[src/design/pdp8_state_pkg.sv]
package pdp8_state_pkg;

    // low two bits carry the phase, high two bits the major cycle
    typedef enum logic [3:0] {
        F0 = 4'd0,
        F1 = 4'd1,
        F2 = 4'd2,
        F3 = 4'd3,
        D0 = 4'd4,
        D1 = 4'd5,
        D2 = 4'd6,
        D3 = 4'd7,
        E0 = 4'd8,
        E1 = 4'd9,
        E2 = 4'd10,
        E3 = 4'd11,
        H0 = 4'd12,
        H1 = 4'd13,
        H2 = 4'd14,
        H3 = 4'd15
    } major_state_t;

    function automatic logic is_phase0(major_state_t s);
        return s[1:0] == 2'd0;
    endfunction

    function automatic logic is_phase3(major_state_t s);
        return s[1:0] == 2'd3;
    endfunction

endpackage

[src/design/pdp8_word_pkg.sv]
package pdp8_word_pkg;

    // bit 0 is the msb, numbered left to right
    typedef logic [0:11] pdp8_word_t;
    typedef logic [0:2] opcode_t;

    localparam opcode_t OPCODE_JMP = 3'd5;
    localparam opcode_t OPCODE_IOT = 3'd6;
    localparam opcode_t OPCODE_OPR = 3'd7;

    localparam pdp8_word_t IOT_ION = 12'o6001;
    localparam pdp8_word_t IOT_IOF = 12'o6002;

    function automatic opcode_t opcode_of(pdp8_word_t word);
        return word[0:2];
    endfunction

    function automatic logic is_indirect(pdp8_word_t word);
        return word[3];
    endfunction

    // group 2 operate with the halt bit
    function automatic logic is_hlt(pdp8_word_t word);
        return (opcode_of(word) == OPCODE_OPR) && word[3] && (word[10:11] == 2'b10);
    endfunction

    // iot, opr and direct jmp finish inside the fetch cycle
    function automatic logic ends_in_fetch(pdp8_word_t word);
        opcode_t op;
        op = opcode_of(word);
        return (op == OPCODE_IOT) || (op == OPCODE_OPR) ||
               ((op == OPCODE_JMP) && !is_indirect(word));
    endfunction

endpackage
[src/design/pdp8_sequencer_top.sv]
`timescale 1ns/10ps

module pdp8_sequencer_top
    import pdp8_word_pkg::*, pdp8_state_pkg::*;
(
    input  logic         clk,
    input  logic         reset,
    input  logic         examine_key,
    input  logic         deposit_key,
    input  logic         cont_key,
    input  logic         halt_key,
    input  logic         single_step,
    input  logic         int_req,
    input  pdp8_word_t   instruction,
    output major_state_t state,
    output logic         int_in_prog,
    output logic         int_ena
);

    logic halt;
    logic cont;
    logic trigger;
    logic int_inh;

    panel_control panel_control_inst (
        .clk         (clk),
        .reset       (reset),
        .examine_key (examine_key),
        .deposit_key (deposit_key),
        .cont_key    (cont_key),
        .halt_key    (halt_key),
        .state       (state),
        .halt        (halt),
        .cont        (cont),
        .trigger     (trigger)
    );

    interrupt_control interrupt_control_inst (
        .clk         (clk),
        .reset       (reset),
        .state       (state),
        .instruction (instruction),
        .int_in_prog (int_in_prog),
        .int_ena     (int_ena),
        .int_inh     (int_inh)
    );

    major_state_machine major_state_machine_inst (
        .clk         (clk),
        .reset       (reset),
        .halt        (halt),
        .single_step (single_step),
        .cont        (cont),
        .int_req     (int_req),
        .int_ena     (int_ena),
        .int_inh     (int_inh),
        .trigger     (trigger),
        .instruction (instruction),
        .int_in_prog (int_in_prog),
        .state       (state)
    );

endmodule

[src/design/panel_control.sv]
`timescale 1ns/10ps

module panel_control
    import pdp8_state_pkg::*;
(
    input  logic         clk,
    input  logic         reset,
    input  logic         examine_key,
    input  logic         deposit_key,
    input  logic         cont_key,
    input  logic         halt_key,
    input  major_state_t state,
    output logic         halt,
    output logic         cont,
    output logic         trigger
);

    logic panel_key;

    assign panel_key = examine_key | deposit_key;

    always_ff @(posedge clk)
    begin
        if (reset)
        begin
            halt    <= 1'b0;
            cont    <= 1'b0;
            trigger <= 1'b0;
        end
        else
        begin
            cont <= cont_key;

            // examine/deposit ignored unless stopped and not leaving H0
            trigger <= panel_key && (state == H0) && !cont;

            if (halt_key)
                halt <= 1'b1;
            else if (state == H0)
                halt <= 1'b0;
        end
    end

    a_trigger_in_h0: assert property (@(posedge clk) disable iff (reset)
        trigger |-> (state == H0))
        else $error("trigger outside H0, state %0h", state);

endmodule

[src/design/interrupt_control.sv]
`timescale 1ns/10ps

module interrupt_control
    import pdp8_word_pkg::*, pdp8_state_pkg::*;
(
    input  logic         clk,
    input  logic         reset,
    input  major_state_t state,
    input  pdp8_word_t   instruction,
    input  logic         int_in_prog,
    output logic         int_ena,
    output logic         int_inh
);

    logic int_in_prog_d;
    logic int_entry;

    assign int_entry = int_in_prog & ~int_in_prog_d;

    always_ff @(posedge clk)
    begin
        if (reset)
        begin
            int_ena       <= 1'b0;
            int_inh       <= 1'b0;
            int_in_prog_d <= 1'b0;
        end
        else
        begin
            int_in_prog_d <= int_in_prog;

            if (int_entry)
            begin
                // entry turns the system off
                int_ena <= 1'b0;
                int_inh <= 1'b0;
            end
            else if (state == F3)
            begin
                if (instruction == IOT_ION)
                begin
                    // enable waits one more instruction
                    int_ena <= 1'b1;
                    int_inh <= 1'b1;
                end
                else
                begin
                    int_inh <= 1'b0;
                    if (instruction == IOT_IOF)
                        int_ena <= 1'b0;
                end
            end
        end
    end

    a_inh_needs_ena: assert property (@(posedge clk) disable iff (reset)
        int_inh |-> int_ena)
        else $error("int_inh set with int_ena clear");

endmodule

[src/design/major_state_machine.sv]
`timescale 1ns/10ps

module major_state_machine
    import pdp8_word_pkg::*, pdp8_state_pkg::*;
(
    input  logic         clk,
    input  logic         reset,
    input  logic         halt,
    input  logic         single_step,
    input  logic         cont,
    input  logic         int_req,
    input  logic         int_ena,
    input  logic         int_inh,
    input  logic         trigger,
    input  pdp8_word_t   instruction,
    output logic         int_in_prog,
    output major_state_t state
);

    logic int_grant;
    logic step_ok;
    major_state_t next_phase;

    assign int_grant  = int_req & int_ena & ~int_inh;
    // phase 0 holds in single step until continue
    assign step_ok    = !is_phase0(state) || !single_step || cont;
    assign next_phase = major_state_t'(state + 4'd1);

    always_ff @(posedge clk)
    begin
        if (reset)
        begin
            state       <= H0;
            int_in_prog <= 1'b0;
        end
        else
        begin
            if (state == F0)
                int_in_prog <= 1'b0;

            case (state)
                F3:
                begin
                    if (!ends_in_fetch(instruction))
                        state <= is_indirect(instruction) ? D0 : E0;
                    else if (halt || is_hlt(instruction))
                        state <= H0;
                    // an IOF in this slot wins over the pending request
                    else if (int_grant && (instruction != IOT_IOF))
                    begin
                        int_in_prog <= 1'b1;
                        state       <= E0;
                    end
                    else
                        state <= F0;
                end

                D3:
                begin
                    if (opcode_of(instruction) == OPCODE_JMP)
                    begin
                        // jmp i ends here
                        if (int_grant)
                        begin
                            int_in_prog <= 1'b1;
                            state       <= E0;
                        end
                        else if (halt)
                            state <= H0;
                        else
                            state <= F0;
                    end
                    else
                        state <= E0;
                end

                E3:
                begin
                    if (halt)
                        state <= H0;
                    else if (int_in_prog)
                        state <= F0;
                    else if (int_grant)
                    begin
                        int_in_prog <= 1'b1;
                        state       <= E0;
                    end
                    else
                        state <= F0;
                end

                H0:
                begin
                    if (cont)
                        state <= F0;
                    else if (trigger)
                        state <= H1;
                    else
                        state <= H0;
                end

                H3:
                begin
                    if (cont)
                        state <= F0;
                    else
                        state <= H0;
                end

                // phases 0 to 2 of F, D and E, plus H1 and H2
                default:
                begin
                    if (step_ok)
                        state <= next_phase;
                end
            endcase
        end
    end

    a_mid_phase_advance: assert property (@(posedge clk) disable iff (reset)
        (!is_phase0(state) && !is_phase3(state)) |=>
            (state == major_state_t'($past(state) + 4'd1)))
        else $error("state %0h did not advance one phase", $past(state));

    a_int_entry_phase3: assert property (@(posedge clk) disable iff (reset)
        $rose(int_in_prog) |-> is_phase3($past(state)))
        else $error("interrupt entered outside phase 3");

endmodule

[config.mk]
export PLATFORM = sky130hd
export DESIGN_NAME = pdp8_sequencer_top
export DESIGN_NICKNAME = d
export VERILOG_FILES = /design/src/design/pdp8_state_pkg.sv /design/src/design/pdp8_word_pkg.sv /design/src/design/pdp8_sequencer_top.sv /design/src/design/panel_control.sv /design/src/design/interrupt_control.sv /design/src/design/major_state_machine.sv
export SDC_FILE = /design/constraint.sdc
export NUM_CORES = 1
export LEC_CHECK = 0
export CORE_MARGIN = 1
export CORE_UTILIZATION = 50
export CTS_CLUSTER_SIZE = 24
export DETAILED_ROUTE_END_ITERATION = 8
export DONT_BUFFER_PORTS = 1
export GPL_TIMING_DRIVEN = 1
export PLACE_DENSITY = 0.64
export SLEW_MARGIN = 10
export SYNTH_ARGS = -nofsm -noshare
export SYNTH_HDL_FRONTEND = slang
export SYNTH_SLANG_ARGS = --single-unit
[constraint.sdc]
create_clock -name clk -period 3.9 [get_ports clk]
set_input_delay 0.39 -clock clk [delete_from_list [all_inputs] [get_ports clk]]
set_output_delay 0.39 -clock clk [all_outputs]
set_load 0.01 [all_outputs]
; ---- Yosys cells after proc, flatten, opt, wreduce, memory -nomap -nowiden
; Index checks and enable logic that the tools add are counted.
[totals]
register_bits = 11
inputBits = 20
out_inout_bits = 6
word_cells = 78
[op_classes]
n_addsub = 1
n_eq_ne = 12
n_mux = 29
bitwise_logic = 6
reduce_logical = 22
[ops]
columns = cell, count
row1 = 4-bit two-way mux, 13
row2 = 12-bit equality test (second input constant), 2
row3 = 4-bit one-hot mux with 5 select lines, 1
row4 = 1-bit two-way mux, 14
row5 = 4-bit equality test (second input constant), 3
row6 = 12-bit != test (second input constant), 1
row7 = 3-bit equality test (second input constant), 3
row8 = 1-bit logical AND, 6
row9 = 6-bit nonzero test, 1
row10 = 1-bit logical OR, 5
row11 = 4-bit by 1-bit adder with 4-bit output (second input constant), 1
row12 = 4-bit by 2-bit equality test with 1-bit output (second input constant), 1
row13 = 4-bit by 3-bit equality test with 1-bit output (second input constant), 1
row14 = 1-bit logical NOT, 4
row15 = 4-bit logical NOT, 1
row16 = 2-bit nonzero test, 2
row17 = 1-bit bitwise AND, 3
row18 = 1-bit one-hot mux with 3 select lines, 1
row19 = 2-bit equality test (second input constant), 1
row20 = 2-bit logical NOT, 1
row21 = 1-bit inverter, 2
row22 = 2-bit AND reduction, 1
row23 = 2-bit OR reduction, 1
row24 = 1-bit bitwise OR, 1

; ---- Logic depth before layout (Yosys ltp)
[logic_depth]
word_depth = 7
depth_mapped = 7
depth_no_buf = 7

; ---- Cells and area by module
; A second synthesis with hierarchy kept.
[hier_totals]
cells_unflattened = 101
hier_area_um2 = 853.3
[modules_own_cells]
columns = module, n_inst, cells_each, area_per_inst_um2, seq_area_each_um2
row1 = major_state_machine, 1, 74, 541.8, 100.1
row2 = interrupt_control, 1, 17, 188.9, 60.1
row3 = panel_control, 1, 10, 122.6, 60.1

; ---- Worst setup path before layout
; Ideal clock, no wire load.
[synth_timing]
path_type = register -> register
startpoint = register major_state_machine_inst.state[0]
endpoint = register interrupt_control_inst.int_ena
arrival_time_ns = 1.622
required_ns = 3.785
path_slack_ns = 2.163
stages_incl_launch_ff = 7
n_path_buf = 0
cell_sequence = dfxtp_1 ha_1 or3b_4 nor4_4 nand2b_1 o2bb2ai_1 and2_1
[synth_between]
elab_chain_len = 2
[synth_rtl]
columns = element, line
row1 = start: declaration, major_state_machine.sv:17  ; output major_state_t state
row2 = start signal: assignment, major_state_machine.sv:45  ; state <= is_indirect(instruction) ? D0 : E0;
row3 = start signal: assignment, major_state_machine.sv:114  ; state <= next_phase;
row4 = 4-bit by 2-bit equality test with 1-bit output, interrupt_control.sv:38  ; else if (state == F3)
row5 = 2-bit AND reduction (no line), --
row6 = end signal: assignment, interrupt_control.sv:35  ; int_ena <= 1'b0;
row7 = end signal: assignment, interrupt_control.sv:43  ; int_ena <= 1'b1;
row8 = end signal: assignment, interrupt_control.sv:50  ; int_ena <= 1'b0;
row9 = end: declaration, interrupt_control.sv:11  ; output logic int_ena,
; Every way passes these cells.
; A chain may end at the register's enable or synchronous reset.

; ---- Worst setup path in the final report
; Same ends and word-level chain as after synthesis.

==> results.yml <==
status:
  status: "completed"
floorplanning:
  ioPinCount: 26
  start_util_pct: 56.83
  row_count: 13
  die-area_um2: 1734
  die_h_um: 41.64
  core-area_um2: 1383
  die_w_um: 41.64
cts:
  htree_levels: 1
  numCtsBuffers: 3
  clk_path_buf_depth: 2
  cts_setup_buffers: 0
  cts_root_buf: "clkbuf_4"
  cts.sinks: 11
  insertion_delay_ns: 0.26
  cts_tree: "yes"
  hold_buffers: 0
  cts_resized: 0
  path_clk_slew_ns: 0.07
global_route:
  grt_pass1_vias: 678
  grt_max_degree: 14
  grtUsageTotal_pct: 20.92
  antenna_found_initial: 0
  grt_pass1_wl_um: 2863
  gr-total-overflow: 0
detailed_routing:
  via_per_inst: 6.350
  wire_per_inst_um: 14.14
  vias: 743
  drc_errors: 0
  ant_nets: 0
  routed_wl_um: 1654
  drt_iter0_drc: 16
  first_pass_iters: 4
power_and_ir_drop:
  internal-power_uw: 231.6
  ir_drop_v: 0.0003041
  p_per_area_nw_per_um2: 482.0
  p_seq_share_pct: 45.0
  combPwrFrac_pct: 35.4
  p_switching_uw: 156.8
  clock_power_share_pct: 19.6
  swShare_pct: 40.37
  p_leak_uw: 0.0002805
placement:
  io_buffers: 0
  place.gp.congestion: 0.8333
  hpwl_um: 1255
  placed_cells: 113
synthesis:
  ys_seq_area_share_pct: 28.03
  synth_area_leader_cell: "dfxtp_1"
  synth_top_area_share_pct: 28.03
  ys_top_cells_by_area: "dfxtp_1 28%, a21oi_1 7.0%, nand2b_1 4.8%"
  syn_nets: 124
  avgSynthCellArea_um2: 7.703
  yosys.cell_types.count: 35
  syn_area_um2: 785.8
  synth-edff-count: 0
  yosys_warnings: 0
  synth_cells: 102
  ys_async_sr_fraction_pct: 0
  ys_ff_latch: 11
  synth_ff_type: "dfxtp_1"
final_layout:
  n_antenna_cell: 0
  final_cell_mix: "11 x a21oi_1, 11 x dfxtp_1, 10 x nor2_1"
  nets: 125
  fin_util_pct: 58.28
  drive_gt1_share_pct: 9.804
  area_growth_pct: 2.548
  fin_cells: 117
sta:
  setup_violations: 0
  tightest_slew_ns: 0.5039
  clock_skew_ns: 0.005577
  fmax_mhz: 480.6
  rsz0062_at_grt: "false"
  drv_slew: 0
  setup_tns_ns: 0
  slew_headroom_pct: 65.54
  min_period_ns: 2.081
  hold_violations: 0
  fin_crit_sh_pct: 53.35
worst_setup_path:
  crit_required_ns: 4.06
  cp_max_fo: 12
  crit_slowest_cell: "or3b_4"
  cpPeakStageDelay_ns: 0.46
  startpoint_type: "register"
  worstSetupPathType: "reg2reg"
  cp-end-kind: "register"
  arrival_ns: 2.24
  cp_cell_sequence: "ha_1 > or3b_4 > nor4_4 > nand2b_1 > o2bb2ai_1 > and2_1"
flow_run:
  drv_cap: 0
min_path:
  hp-class: "in2reg"
-- flip-flops by register name (all words and copies together) (netlist names) --
name,cells
interrupt_control_inst.int_ena,1
interrupt_control_inst.int_in_prog_d,1
interrupt_control_inst.int_inh,1
major_state_machine_inst.int_in_prog,1
major_state_machine_inst.state,4
panel_control_inst.cont,1
panel_control_inst.halt,1
panel_control_inst.trigger,1
-- per-layer routing --
metal,track usage [%],up-vias,wire [µm]
met1,27.64,335,757
met4,5.806,0,17
met2,33.44,31,746
li1,-,373,-
met5,0,-,0
met3,5.652,4,132
-- final timing paths --
check / start / endpoint / slack (ns) / depth (start not counted)
worst min-delay path: reset / panel_control_inst.halt$_SDFFE_PP0P_ / 0.18 / 1
worst max register to register: major_state_machine_inst.state[0]$_SDFFE_PP0P_ / interrupt_control_inst.int_ena$_SDFFE_PP0P_ / 1.82 / 6
worst min register to register: panel_control_inst.trigger$_SDFF_PP0_ / major_state_machine_inst.state[0]$_SDFFE_PP0P_ / 0.52 / 2
worst max-delay path: major_state_machine_inst.state[0]$_SDFFE_PP0P_ / interrupt_control_inst.int_ena$_SDFFE_PP0P_ / 1.82 / 6
-- cell type report --
class	count	area, µm²
Sequential cell	11	220.2
Tap cell	15	18.77
Fill cell	146	576.8
Inverter	3	11.26
Clock buffer	4	26.28
Multi-Input combinational cell	84	529.3
-- cells by family after synthesis --
| group | count (synthesis) | synth area share (%) |
|---|---|---|
| and+or+nand+nor | 53 | 40.77 |
| AOI/OAI and AO/OA | 29 | 23.41 |
| DFF | 11 | 28.03 |
| buffers and inverters | 7 | 4.617 |
| adders and majority gates | 2 | 3.184 |
-- metrics by stage --
step                instance area, µm²  total power, µW  worst slack (ns)  hold WS (ns)
floorplan                        785.8            290.0             2.163        0.4889
global placement                 779.5            315.1             1.867        0.4634
detailed placement               779.5            316.2             1.833        0.4652
CTS                              805.8            394.2             1.817        0.1786
global route                     805.8            425.9             1.730        0.1779
finish                           805.8            388.4             1.819        0.1846
-- cell usage after synthesis (3+ instances only) --
library cell  count
nand3_1           3
nor2b_1           3
nand2b_1          6
and2_1            3
o21ai_0           5
inv_1             3
nand2_1           8
nor2_1           10
a21oi_1          11
dfxtp_1          11
nor3_1            6
nand3b_1          4
-- worst max-delay path, delay by kind of cell (launching register included) --
kind,cells,cell delay (ns)
AOI/OAI and AO/OA,1,0.11
and+or+nand+nor,4,1.01
adders and majority gates,1,0.41
DFF,1,0.44
-- power groups by stage --
stage               Combinational, µW  Sequential, µW  Clock (µW)
floorplan                         135             155           0
global placement                  137             178           0
detailed placement                138             178           0
CTS                               139             175        80.2
global route                      158             182        86.2
finish                            137             175        76.1
Note: power is estimated with default switching activity, not from simulation.
